### config.mk
export PLATFORM = sky130hd
export DESIGN_NAME = dhcp_client
export DESIGN_NICKNAME = d
export VERILOG_FILES = /design/src/rtl/dhcp_pkg.sv /design/src/rtl/dhcp_seconds_timer.sv /design/src/rtl/dhcp_client_fsm.sv /design/src/rtl/dhcp_tx_builder.sv /design/src/rtl/dhcp_rx_parser.sv /design/src/rtl/dhcp_client.sv
export SDC_FILE = /design/constraint.sdc
export NUM_CORES = 1
export LEC_CHECK = 0
export ABC_CLOCK_PERIOD_IN_PS = 6300
export BUFFER_PORTS_ARGS = -buffer_cell sky130_fd_sc_hd__buf_4
export CAP_MARGIN = 20
export CORE_ASPECT_RATIO = 0.8
export CORE_MARGIN = 2
export CORE_UTILIZATION = 40
export CTS_CLUSTER_DIAMETER = 50
export DETAILED_ROUTE_END_ITERATION = 12
export GPL_TIMING_DRIVEN = 1
export MAX_ROUTING_LAYER = met4
export PLACE_DENSITY = 0.64
export SYNTH_ARGS = -nofsm -noshare
export SYNTH_HDL_FRONTEND = slang
export SYNTH_HIERARCHICAL = 1
export SYNTH_SLANG_ARGS = --single-unit
export TNS_END_PERCENT = 100
### constraint.sdc
create_clock -name rx_clock -period 6.3 [get_ports rx_clock]
set_input_delay 0.315 -clock rx_clock [delete_from_list [all_inputs] [get_ports rx_clock]]
set_output_delay 0.315 -clock rx_clock [all_outputs]
set_load 0.02 [all_outputs]
### src/rtl/dhcp_pkg.sv
package dhcp_pkg;

  // ----------------------------------------------------------
  // client states
  // ----------------------------------------------------------
  typedef enum logic [2:0] {
    ST_IDLE,
    ST_DISCOVER,    // discover queued or on the wire
    ST_WAIT_OFFER,
    ST_REQUEST,     // request queued or on the wire
    ST_WAIT_ACK,
    ST_BOUND,
    ST_FAILED
  } dhcp_state_t;

  // option 53 values
  localparam logic [7:0] MSG_DISCOVER = 8'd1;
  localparam logic [7:0] MSG_OFFER    = 8'd2;
  localparam logic [7:0] MSG_REQUEST  = 8'd3;
  localparam logic [7:0] MSG_ACK      = 8'd5;
  localparam logic [7:0] MSG_NAK      = 8'd6;

  // option codes
  localparam logic [7:0] OPT_PAD       = 8'd0;
  localparam logic [7:0] OPT_REQ_IP    = 8'd50;
  localparam logic [7:0] OPT_LEASE     = 8'd51;
  localparam logic [7:0] OPT_MSG_TYPE  = 8'd53;
  localparam logic [7:0] OPT_SERVER_ID = 8'd54;
  localparam logic [7:0] OPT_END       = 8'd255;

  // ----------------------------------------------------------
  // message layout
  // ----------------------------------------------------------
  localparam logic [31:0] MAGIC_COOKIE = 32'h6382_5363;
  localparam logic [15:0] DISCOVER_LEN = 16'd244;
  localparam logic [15:0] REQUEST_LEN  = 16'd256;

  localparam logic [8:0] OFS_XID     = 9'd4;
  localparam logic [8:0] OFS_SECS    = 9'd8;
  localparam logic [8:0] OFS_YIADDR  = 9'd16;
  localparam logic [8:0] OFS_CHADDR  = 9'd28;
  localparam logic [8:0] OFS_COOKIE  = 9'd236;
  localparam logic [8:0] OFS_OPTIONS = 9'd240;

  // byte of a big endian field, pos counts from the last byte
  function automatic logic [7:0] field_byte(input logic [47:0] field, input logic [2:0] pos);
    return field[8*pos +: 8];
  endfunction

endpackage

### src/rtl/dhcp_seconds_timer.sv
`timescale 1ns/1ps

module dhcp_seconds_timer #(
  parameter logic [31:0] TICKS_PER_SECOND = 32'd125_000_000,
  parameter logic [3:0]  TIMEOUT_SECONDS  = 4'd4
) (
  input  logic       rx_clock,
  input  logic       rst_n,
  input  logic       timer_restart,
  output logic [3:0] seconds,
  output logic       timeout
);

  logic [31:0] prescale;   // cycles within the current second

  always_ff @(posedge rx_clock) begin
    if (!rst_n) begin
      prescale <= 32'd0;
      seconds  <= 4'd0;
    end else if (timer_restart) begin   // new attempt starts from zero
      prescale <= 32'd0;
      seconds  <= 4'd0;
    end else if (prescale == TICKS_PER_SECOND - 32'd1) begin
      prescale <= 32'd0;
      if (seconds != 4'hf)             // saturate at 15
        seconds <= seconds + 4'd1;
    end else begin
      prescale <= prescale + 32'd1;
    end
  end

  // level, held until the next restart
  assign timeout = (seconds >= TIMEOUT_SECONDS);

endmodule

### src/rtl/dhcp_client_fsm.sv
`timescale 1ns/1ps

module dhcp_client_fsm import dhcp_pkg::*; #(
  parameter logic [3:0] MAX_RETRIES = 4'd4
) (
  input  logic rx_clock,
  input  logic rst_n,
  input  logic start,
  input  logic offer_seen,
  input  logic ack_seen,
  input  logic nak_seen,
  input  logic tx_done,
  input  logic timeout,
  output logic send_discover,
  output logic send_request,
  output logic timer_restart,
  output logic dhcp_success,
  output logic dhcp_failed
);

  dhcp_state_t state;
  logic [3:0]  attempts;     // transmissions in the current phase
  logic        retry_left;

  assign retry_left = (attempts < MAX_RETRIES);

  // secs and timeout both count from the last transmission
  assign timer_restart = start | tx_done;

  always_ff @(posedge rx_clock) begin
    if (!rst_n) begin
      state         <= ST_IDLE;
      attempts      <= 4'd0;
      send_discover <= 1'b0;
      send_request  <= 1'b0;
      dhcp_success  <= 1'b0;
      dhcp_failed   <= 1'b0;
    end else begin
      send_discover <= 1'b0;
      send_request  <= 1'b0;
      if (start) begin             // restart from any state, results cleared
        state         <= ST_DISCOVER;
        attempts      <= 4'd1;
        send_discover <= 1'b1;
        dhcp_success  <= 1'b0;
        dhcp_failed   <= 1'b0;
      end else begin
        case (state)
          ST_DISCOVER: if (tx_done) state <= ST_WAIT_OFFER;
          ST_REQUEST:  if (tx_done) state <= ST_WAIT_ACK;
          ST_WAIT_OFFER: begin
            if (offer_seen) begin
              state        <= ST_REQUEST;
              attempts     <= 4'd1;    // request phase has its own budget
              send_request <= 1'b1;
            end else if (timeout && retry_left) begin
              state         <= ST_DISCOVER;
              attempts      <= attempts + 4'd1;
              send_discover <= 1'b1;
            end else if (timeout) begin
              state       <= ST_FAILED;
              dhcp_failed <= 1'b1;
            end
          end
          ST_WAIT_ACK: begin
            if (ack_seen) begin
              state        <= ST_BOUND;
              dhcp_success <= 1'b1;
            end else if (nak_seen) begin
              state       <= ST_FAILED;
              dhcp_failed <= 1'b1;
            end else if (timeout && retry_left) begin
              state        <= ST_REQUEST;
              attempts     <= attempts + 4'd1;
              send_request <= 1'b1;
            end else if (timeout) begin
              state       <= ST_FAILED;
              dhcp_failed <= 1'b1;
            end
          end
          default: ;                 // idle, bound and failed wait for start
        endcase
      end
    end
  end

endmodule

### src/rtl/dhcp_tx_builder.sv
`timescale 1ns/1ps

module dhcp_tx_builder import dhcp_pkg::*; (
  input  logic        rx_clock,
  input  logic        rst_n,
  input  logic        send_discover,
  input  logic        send_request,
  input  logic        udp_tx_enable,
  input  logic        udp_tx_active,
  input  logic [47:0] local_mac,
  input  logic [3:0]  seconds,
  input  logic [31:0] offered_ip,
  input  logic [31:0] server_ip,
  output logic        dhcp_tx_request,
  output logic [7:0]  tx_data,
  output logic [15:0] length,
  output logic        tx_done,
  output logic [31:0] xid,
  output logic [31:0] ip_accept
);

  typedef enum logic [1:0] {TX_IDLE, TX_PENDING, TX_SEND} tx_state_t;

  tx_state_t   tx_state;
  logic [15:0] xid_count;    // free running until the first discover
  logic        xid_frozen;
  logic        is_request;   // message type of the pending message
  logic [8:0]  byte_no;      // index of the next byte to load
  logic [7:0]  next_byte;

  assign xid = {local_mac[15:0], xid_count};

  always_ff @(posedge rx_clock) begin
    if (!rst_n) begin
      xid_count  <= 16'd0;
      xid_frozen <= 1'b0;
    end else if (send_discover) begin
      xid_frozen <= 1'b1;        // keep the same xid for every retry
    end else if (!xid_frozen) begin
      xid_count <= xid_count + 16'd1;
    end
  end

  // ----------------------------------------------------------
  // byte at index byte_no
  // ----------------------------------------------------------
  always_comb begin
    case (byte_no) inside
      9'd0, 9'd1: next_byte = 8'h01;        // op BOOTREQUEST, htype ethernet
      9'd2:       next_byte = 8'h06;        // hlen
      [OFS_XID : OFS_XID + 9'd3]:
        next_byte = field_byte({16'd0, xid}, 3'(OFS_XID + 9'd3 - byte_no));
      OFS_SECS + 9'd1: next_byte = {4'd0, seconds};
      [OFS_CHADDR : OFS_CHADDR + 9'd5]:
        next_byte = field_byte(local_mac, 3'(OFS_CHADDR + 9'd5 - byte_no));
      [OFS_COOKIE : OFS_COOKIE + 9'd3]:
        next_byte = field_byte({16'd0, MAGIC_COOKIE}, 3'(OFS_COOKIE + 9'd3 - byte_no));
      OFS_OPTIONS:          next_byte = OPT_MSG_TYPE;
      OFS_OPTIONS + 9'd1:   next_byte = 8'd1;
      OFS_OPTIONS + 9'd2:   next_byte = is_request ? MSG_REQUEST : MSG_DISCOVER;
      OFS_OPTIONS + 9'd3:   next_byte = is_request ? OPT_REQ_IP : OPT_END;  // discover ends here
      OFS_OPTIONS + 9'd4:   next_byte = 8'd4;
      [OFS_OPTIONS + 9'd5 : OFS_OPTIONS + 9'd8]:
        next_byte = field_byte({16'd0, ip_accept}, 3'(OFS_OPTIONS + 9'd8 - byte_no));
      OFS_OPTIONS + 9'd9:   next_byte = OPT_SERVER_ID;
      OFS_OPTIONS + 9'd10:  next_byte = 8'd4;
      [OFS_OPTIONS + 9'd11 : OFS_OPTIONS + 9'd14]:
        next_byte = field_byte({16'd0, server_ip}, 3'(OFS_OPTIONS + 9'd14 - byte_no));
      OFS_OPTIONS + 9'd15:  next_byte = OPT_END;
      default:              next_byte = 8'h00;   // hops, flags, addresses, sname, file
    endcase
  end

  // ----------------------------------------------------------
  // request, grant and byte stream
  // ----------------------------------------------------------
  always_ff @(posedge rx_clock) begin
    if (!rst_n) begin
      tx_state        <= TX_IDLE;
      dhcp_tx_request <= 1'b0;
      tx_done         <= 1'b0;
      byte_no         <= 9'd0;
      ip_accept       <= 32'd0;
    end else begin
      tx_done <= 1'b0;
      case (tx_state)
        TX_IDLE: begin
          byte_no <= 9'd0;
          if (send_discover || send_request) begin
            is_request      <= send_request;
            length          <= send_request ? REQUEST_LEN : DISCOVER_LEN;
            dhcp_tx_request <= 1'b1;
            tx_state        <= TX_PENDING;
            if (send_request)
              ip_accept <= offered_ip;      // address we ask for
          end
        end
        TX_PENDING: begin
          if (udp_tx_enable) begin          // byte 0 goes out with the grant
            tx_data  <= next_byte;
            byte_no  <= 9'd1;
            tx_state <= TX_SEND;
          end
        end
        TX_SEND: begin
          if (udp_tx_active) begin          // byte on tx_data consumed
            if ({7'd0, byte_no} == length) begin
              dhcp_tx_request <= 1'b0;
              tx_done         <= 1'b1;
              tx_state        <= TX_IDLE;
            end else begin
              tx_data <= next_byte;
              byte_no <= byte_no + 9'd1;
            end
          end
        end
        default: tx_state <= TX_IDLE;
      endcase
    end
  end

endmodule

### src/rtl/dhcp_rx_parser.sv
`timescale 1ns/1ps

module dhcp_rx_parser import dhcp_pkg::*; (
  input  logic        rx_clock,
  input  logic        rst_n,
  input  logic [7:0]  rx_data,
  input  logic        rx_enable,
  input  logic        dhcp_rx_active,
  input  logic [31:0] xid,
  input  logic [47:0] local_mac,
  output logic        offer_seen,
  output logic        ack_seen,
  output logic        nak_seen,
  output logic [31:0] offered_ip,
  output logic [31:0] lease,
  output logic [31:0] server_ip
);

  typedef enum logic [2:0] {
    RX_IDLE,    // expect op
    RX_FIXED,   // fixed header up to the cookie
    RX_CODE,
    RX_LEN,
    RX_DATA,
    RX_DONE     // wait for end of packet
  } rx_state_t;

  rx_state_t   rx_state;
  logic [8:0]  rx_byte_no;
  logic [7:0]  opt_code;
  logic [7:0]  opt_left;     // option bytes still to come
  logic [7:0]  msg_type;
  logic [31:0] yiaddr_tmp;
  logic [31:0] lease_tmp;
  logic [31:0] server_tmp;
  logic [7:0]  expect_byte;
  logic        mismatch;

  // ----------------------------------------------------------
  // checked header fields
  // ----------------------------------------------------------
  always_comb begin
    case (rx_byte_no) inside
      [OFS_XID : OFS_XID + 9'd3]:
        expect_byte = field_byte({16'd0, xid}, 3'(OFS_XID + 9'd3 - rx_byte_no));
      [OFS_CHADDR : OFS_CHADDR + 9'd5]:
        expect_byte = field_byte(local_mac, 3'(OFS_CHADDR + 9'd5 - rx_byte_no));
      [OFS_COOKIE : OFS_COOKIE + 9'd3]:
        expect_byte = field_byte({16'd0, MAGIC_COOKIE}, 3'(OFS_COOKIE + 9'd3 - rx_byte_no));
      default: expect_byte = rx_data;      // not checked
    endcase
  end

  assign mismatch = (expect_byte != rx_data);

  always_ff @(posedge rx_clock) begin
    if (!rst_n) begin
      rx_state   <= RX_IDLE;
      rx_byte_no <= 9'd0;
      offer_seen <= 1'b0;
      ack_seen   <= 1'b0;
      nak_seen   <= 1'b0;
      offered_ip <= 32'd0;
      lease      <= 32'd0;
      server_ip  <= 32'd0;
    end else begin
      offer_seen <= 1'b0;
      ack_seen   <= 1'b0;
      nak_seen   <= 1'b0;
      if (!dhcp_rx_active) begin
        rx_state <= RX_IDLE;             // packet over
      end else if (rx_enable) begin
        case (rx_state)
          RX_IDLE: begin
            rx_byte_no <= 9'd1;
            msg_type   <= 8'd0;
            lease_tmp  <= 32'd0;
            server_tmp <= 32'd0;
            rx_state   <= (rx_data == 8'h02) ? RX_FIXED : RX_DONE;   // BOOTREPLY only
          end
          RX_FIXED: begin
            rx_byte_no <= rx_byte_no + 9'd1;
            if (rx_byte_no inside {[OFS_YIADDR : OFS_YIADDR + 9'd3]})
              yiaddr_tmp <= {yiaddr_tmp[23:0], rx_data};
            if (mismatch)
              rx_state <= RX_DONE;           // not ours
            else if (rx_byte_no == OFS_OPTIONS - 9'd1)
              rx_state <= RX_CODE;
          end
          RX_CODE: begin
            opt_code <= rx_data;
            if (rx_data == OPT_END) begin
              rx_state   <= RX_DONE;
              offer_seen <= (msg_type == MSG_OFFER);
              ack_seen   <= (msg_type == MSG_ACK);
              if (msg_type == MSG_OFFER || msg_type == MSG_ACK) begin
                offered_ip <= yiaddr_tmp;
                lease      <= lease_tmp;
                server_ip  <= server_tmp;
              end
            end else if (rx_data != OPT_PAD) begin
              rx_state <= RX_LEN;            // pad has no length byte
            end
          end
          RX_LEN: begin
            opt_left <= rx_data;
            rx_state <= (rx_data == 8'd0) ? RX_CODE : RX_DATA;
          end
          RX_DATA: begin
            opt_left <= opt_left - 8'd1;
            if (opt_left == 8'd1)
              rx_state <= RX_CODE;
            case (opt_code)
              OPT_MSG_TYPE: begin
                msg_type <= rx_data;
                if (rx_data == MSG_NAK) begin
                  nak_seen <= 1'b1;          // no need to read further
                  rx_state <= RX_DONE;
                end
              end
              OPT_LEASE:     lease_tmp  <= {lease_tmp[23:0], rx_data};
              OPT_SERVER_ID: server_tmp <= {server_tmp[23:0], rx_data};
              default: ;                     // unknown option skipped by length
            endcase
          end
          default: ;                         // RX_DONE holds until active drops
        endcase
      end
    end
  end

endmodule

### src/rtl/dhcp_client.sv
`timescale 1ns/1ps

module dhcp_client #(
  parameter logic [31:0] TICKS_PER_SECOND = 32'd125_000_000,
  parameter logic [3:0]  TIMEOUT_SECONDS  = 4'd4,
  parameter logic [3:0]  MAX_RETRIES      = 4'd4
) (
  input  logic        rx_clock,
  input  logic        rst_n,
  input  logic        start,
  input  logic [7:0]  rx_data,
  input  logic        rx_enable,
  input  logic        dhcp_rx_active,
  input  logic        udp_tx_enable,
  input  logic        udp_tx_active,
  input  logic [47:0] local_mac,
  output logic        dhcp_tx_request,
  output logic [7:0]  tx_data,
  output logic [15:0] length,
  output logic [31:0] ip_accept,
  output logic [31:0] lease,
  output logic [31:0] server_ip,
  output logic        dhcp_success,
  output logic        dhcp_failed
);

  // ----------------------------------------------------------
  // internal wiring
  // ----------------------------------------------------------
  logic        timer_restart;
  logic [3:0]  seconds;
  logic        timeout;
  logic        send_discover;
  logic        send_request;
  logic        tx_done;
  logic [31:0] xid;
  logic        offer_seen;
  logic        ack_seen;
  logic        nak_seen;
  logic [31:0] offered_ip;

  dhcp_seconds_timer #(
    .TICKS_PER_SECOND(TICKS_PER_SECOND),
    .TIMEOUT_SECONDS (TIMEOUT_SECONDS)
  ) timer_inst (
    .rx_clock     (rx_clock),
    .rst_n        (rst_n),
    .timer_restart(timer_restart),
    .seconds      (seconds),
    .timeout      (timeout)
  );

  dhcp_client_fsm #(
    .MAX_RETRIES(MAX_RETRIES)
  ) fsm_inst (
    .rx_clock     (rx_clock),
    .rst_n        (rst_n),
    .start        (start),
    .offer_seen   (offer_seen),
    .ack_seen     (ack_seen),
    .nak_seen     (nak_seen),
    .tx_done      (tx_done),
    .timeout      (timeout),
    .send_discover(send_discover),
    .send_request (send_request),
    .timer_restart(timer_restart),
    .dhcp_success (dhcp_success),
    .dhcp_failed  (dhcp_failed)
  );

  dhcp_tx_builder builder_inst (
    .rx_clock       (rx_clock),
    .rst_n          (rst_n),
    .send_discover  (send_discover),
    .send_request   (send_request),
    .udp_tx_enable  (udp_tx_enable),
    .udp_tx_active  (udp_tx_active),
    .local_mac      (local_mac),
    .seconds        (seconds),
    .offered_ip     (offered_ip),
    .server_ip      (server_ip),
    .dhcp_tx_request(dhcp_tx_request),
    .tx_data        (tx_data),
    .length         (length),
    .tx_done        (tx_done),
    .xid            (xid),
    .ip_accept      (ip_accept)
  );

  dhcp_rx_parser parser_inst (
    .rx_clock      (rx_clock),
    .rst_n         (rst_n),
    .rx_data       (rx_data),
    .rx_enable     (rx_enable),
    .dhcp_rx_active(dhcp_rx_active),
    .xid           (xid),
    .local_mac     (local_mac),
    .offer_seen    (offer_seen),
    .ack_seen      (ack_seen),
    .nak_seen      (nak_seen),
    .offered_ip    (offered_ip),
    .lease         (lease),
    .server_ip     (server_ip)
  );

endmodule

==> run metrics <==
status complete, no violations; CP max stage delay 1.08 ns; WL per Instance between 15 and 20 um; syn avg cell area roughly 9.5 um2; capture point of the worst reg-to-reg path builder_inst/tx_data[1]; GRT Overall Usage roughly 23%; vias in the first global route 13689; first-pass GRT wire length between 70000 and 80000 um; Setup Buffers After CTS 0; PwrDens roughly 260 nW/um2; synthesized instance count approximately 1900; gr ovfl total 0; unrepaired setup endpoints after global routing false; Fmax achieved 258 MHz; Post-Route Utilization 47.1%; RR Startpoint builder_inst/byte_no[0]; initial antenna violation count 1; final worst slack around 2.4 ns; Crit. path cell count 7; I/O Buffers ~180; Synth warnings 6; placed wire-length estimate 35900 um; final setup vio count 0; synthesized area about 18000 um2; pin count of the biggest net entering global routing between 100 and 150; core area between 40000 and 50000 um2; relative slew slack between 20% and 30%; Final period util about three fifths; worst setup path class flop to flop; CTS Hold Bufs 0; area grow syn2layout 17.1%; crit path launch type flop; sequential area share after synthesis between 40% and 50%; Most used DFF post-synth dfxtp_1; CTS sink count 350; Yosys reg bits 350; DR DRC count 0; crit-path max FO 52; Req. time, crit path 6.60 ns; top cell type's share of synthesized area between 20 and 25%; non-filler cells, final ~2600; CTS HTree Levels 2; Crit. Startpoint builder_inst/byte_no[0]; post-synth top area cell dfxtp_1; clock buffer depth 3; dpl cells 2522; GPL Wtd Cong 0.940; Hold WC Path Type primary input to flop; FFs w/ async S/R, synth 0%; Setup WS pre-CTS between 2 and 2.5 ns; number of synthesized flops with an enable pin 130; buffers and inverters on the worst path 1; reg2reg path depth 7; Worst R2R Setup Slack ~2.4 ns; top post-synthesis cells by area dfxtp_1 25%, edfxtp_1 22%, nand2_1 7.6%; first-pass detailed-route iteration total 5; Die X 240 um; die height around 190 um; FILL cells just over 4000; Worst-Skew Late Latency between 0.5 and 0.6 ns; Routed Wire Length 51800 um; peak supply drop between 0.15 and 0.2 mV; share of layout cells above drive strength 1 17.1%; via density per instance between 5 and 6; CP max stage cell ha_1; Die ar. between 40000 and 50000 um2; worst hold slack a little over 0.03 ns; Setup Total Neg Slack 0 ns; Hold Vio Cnt, Final 0; Routed Antenna Nets 0; Final #Nets between 2000 and 2500; fin. max-slew vios 0; critical path capture point builder_inst/tx_data[1]; CTS root buffer clkbuf_16; initial drt markers between 1000 and 1500; max-cap violations 0; delay-heaviest family, CP adder cells; Final min period roughly 3.9 ns; critical path, cell by cell inv_1, ha_1, mux4_2, o21ai_0, a31oi_1, a221oi_1, o32ai_1; CTS tree built; Clock Skews about 0.032 ns; crit end category flop; total CTS buffers 43; Leak 7.21 nW; Netlist cell types 94; via count roughly 15000; clk slew on worst S/H paths 0.06 ns; # rows 69; initial core utilization 40.3%; Worst Tran Pin Value roughly 1.1 ns; Resize count post-CTS 0; crit path DAT ~4.2 ns; Ports around 190
final cells by class:
cell class	instances	area (um2)	area share, %
clock inverter	29	330	1.59
inverter	35	131	0.632
timing repair buffer	195	1520	7.33
antenna	1	2.50	0.0120
clock buffer	50	1150	5.54
tap	603	754	3.63
sequential	350	8310	40.0
multi-input combinational	1343	8590	41.3
registers in the layout, indices dropped and copies added (netlist names), 4 cells and up:
register / cells
builder_inst/ip_accept: 32
parser_inst/lease: 32
parser_inst/lease_tmp: 32
parser_inst/offered_ip: 32
parser_inst/server_ip: 32
parser_inst/server_tmp: 32
parser_inst/yiaddr_tmp: 32
timer_inst/prescale: 32
builder_inst/xid_count: 16
builder_inst/byte_no: 9
parser_inst/rx_byte_no: 9
builder_inst/tx_data: 8
parser_inst/msg_type: 8
parser_inst/opt_code: 8
parser_inst/opt_left: 8
fsm_inst/attempts: 4
timer_inst/seconds: 4
worst min path at each step:
| stage | depth (start not counted) | startpoint | to |
|---|---|---|---|
| floorplan | 0 | rx_data[0] | parser_inst/opt_code[0] |
| finish | 1 | rx_data[2] | parser_inst/opt_code[2] |
| global route | 1 | rx_data[2] | parser_inst/yiaddr_tmp[2] |
| detailed placement | 0 | parser_inst/yiaddr_tmp[21] | parser_inst/yiaddr_tmp[29] |
| CTS | 1 | rx_data[2] | parser_inst/yiaddr_tmp[2] |
| global placement | 0 | parser_inst/yiaddr_tmp[22] | parser_inst/yiaddr_tmp[30] |
logic make-up (layout without fill, tap and decap cells):
kind of cell | count (synthesis) | after routing | synth area share, %
other | 1 | 11 | 0.0211
adders and majority gates | 29 | 29 | 2.04
and+or+nand+nor | 778 | 778 | 21.4
xor gates and xnor gates | 39 | 39 | 1.92
DFF | 350 | 350 | 46.8
muxes | 75 | 75 | 7.14
buffers and inverters | 189 | 309 | 5.27
AOI/OAI and AO/OA | 412 | 412 | 15.4
Yosys cell counts, drive strengths merged (5+ instances only):
cell type,instances
and2,12
and4,9
nand3b,6
nor3,24
o211ai,19
ha,29
xnor2,16
and3,72
a31oi,10
clkbuf,76
nand2,362
o31ai,18
a21boi,99
nand4,29
nor4,17
nor2b,23
mux2i,33
or4,15
dfxtp,220
a211oi,9
buf,78
nand2b,13
o22ai,12
edfxtp,130
a21oi,103
o21a,6
nand4b,7
a22oi,9
xor2,23
or3,25
or3b,5
o21ai,76
mux4,40
nor3b,6
nor2,98
nand3,40
a32oi,5
inv,35
power breakdown:
part / internal (mW) / switching, mW / leakage (nW)
Clock: 1.53 / 1.01 / 0.718
Sequential: 2.38 / 0.0513 / 2.96
Combinational: 0.180 / 0.269 / 3.53
Total: 4.09 / 1.33 / 7.21
placed cells by master, fill, tap and decap left out, types with 6 or more instances in the layout:
master     instances
o22ai_1           12
nor3_1            23
nor2b_1           23
o211ai_1          18
and4_1             8
mux4_2            36
nand4b_1           7
nand2_1          361
a21boi_0          94
a22oi_1            8
and3_1            71
o21ai_0           73
inv_1             34
a31oi_1           10
nand3_1           40
o21a_1             6
or3_1             23
xor2_1            23
nand4_1           29
mux2i_1           33
or4_1             15
edfxtp_1         130
dfxtp_1          218
nand2b_1          12
nor2_1            96
clkbuf_16         43
clkinv_2           7
ha_1              29
buf_4            191
nand3b_1           6
nor4_1            14
nor3b_1            6
a211oi_1           9
o31ai_1           18
a21oi_1           98
and2_1            11
conb_1            10
xnor2_1           16
stage by stage:
stage	power (mW)	instance area, um2
floorplan	2.77	17800
global placement	2.92	19200
detailed placement	2.92	19200
CTS	5.47	20700
global route	5.63	20800
finish	5.43	20800
worst reg2reg max path: cells and delay by family, from the launching register on:
kind                       cells  cell delay, ns
AOI/OAI and AO/OA              4            0.77
adders and majority gates      1            1.08
buffers and inverters          1            0.30
DFF                            1            0.98
muxes                          1            0.51
routing by layer:
layer	vias to the layer above	part of all wire [%]	track usage [%]
li1	6947	-	-
met4	0	2.1	6.66
met5	-	0	-
met1	7138	47	32.6
met2	555	42	31.2
met3	78	8.6	6.01
No activity file was read; power rests on OpenSTA's default activity.
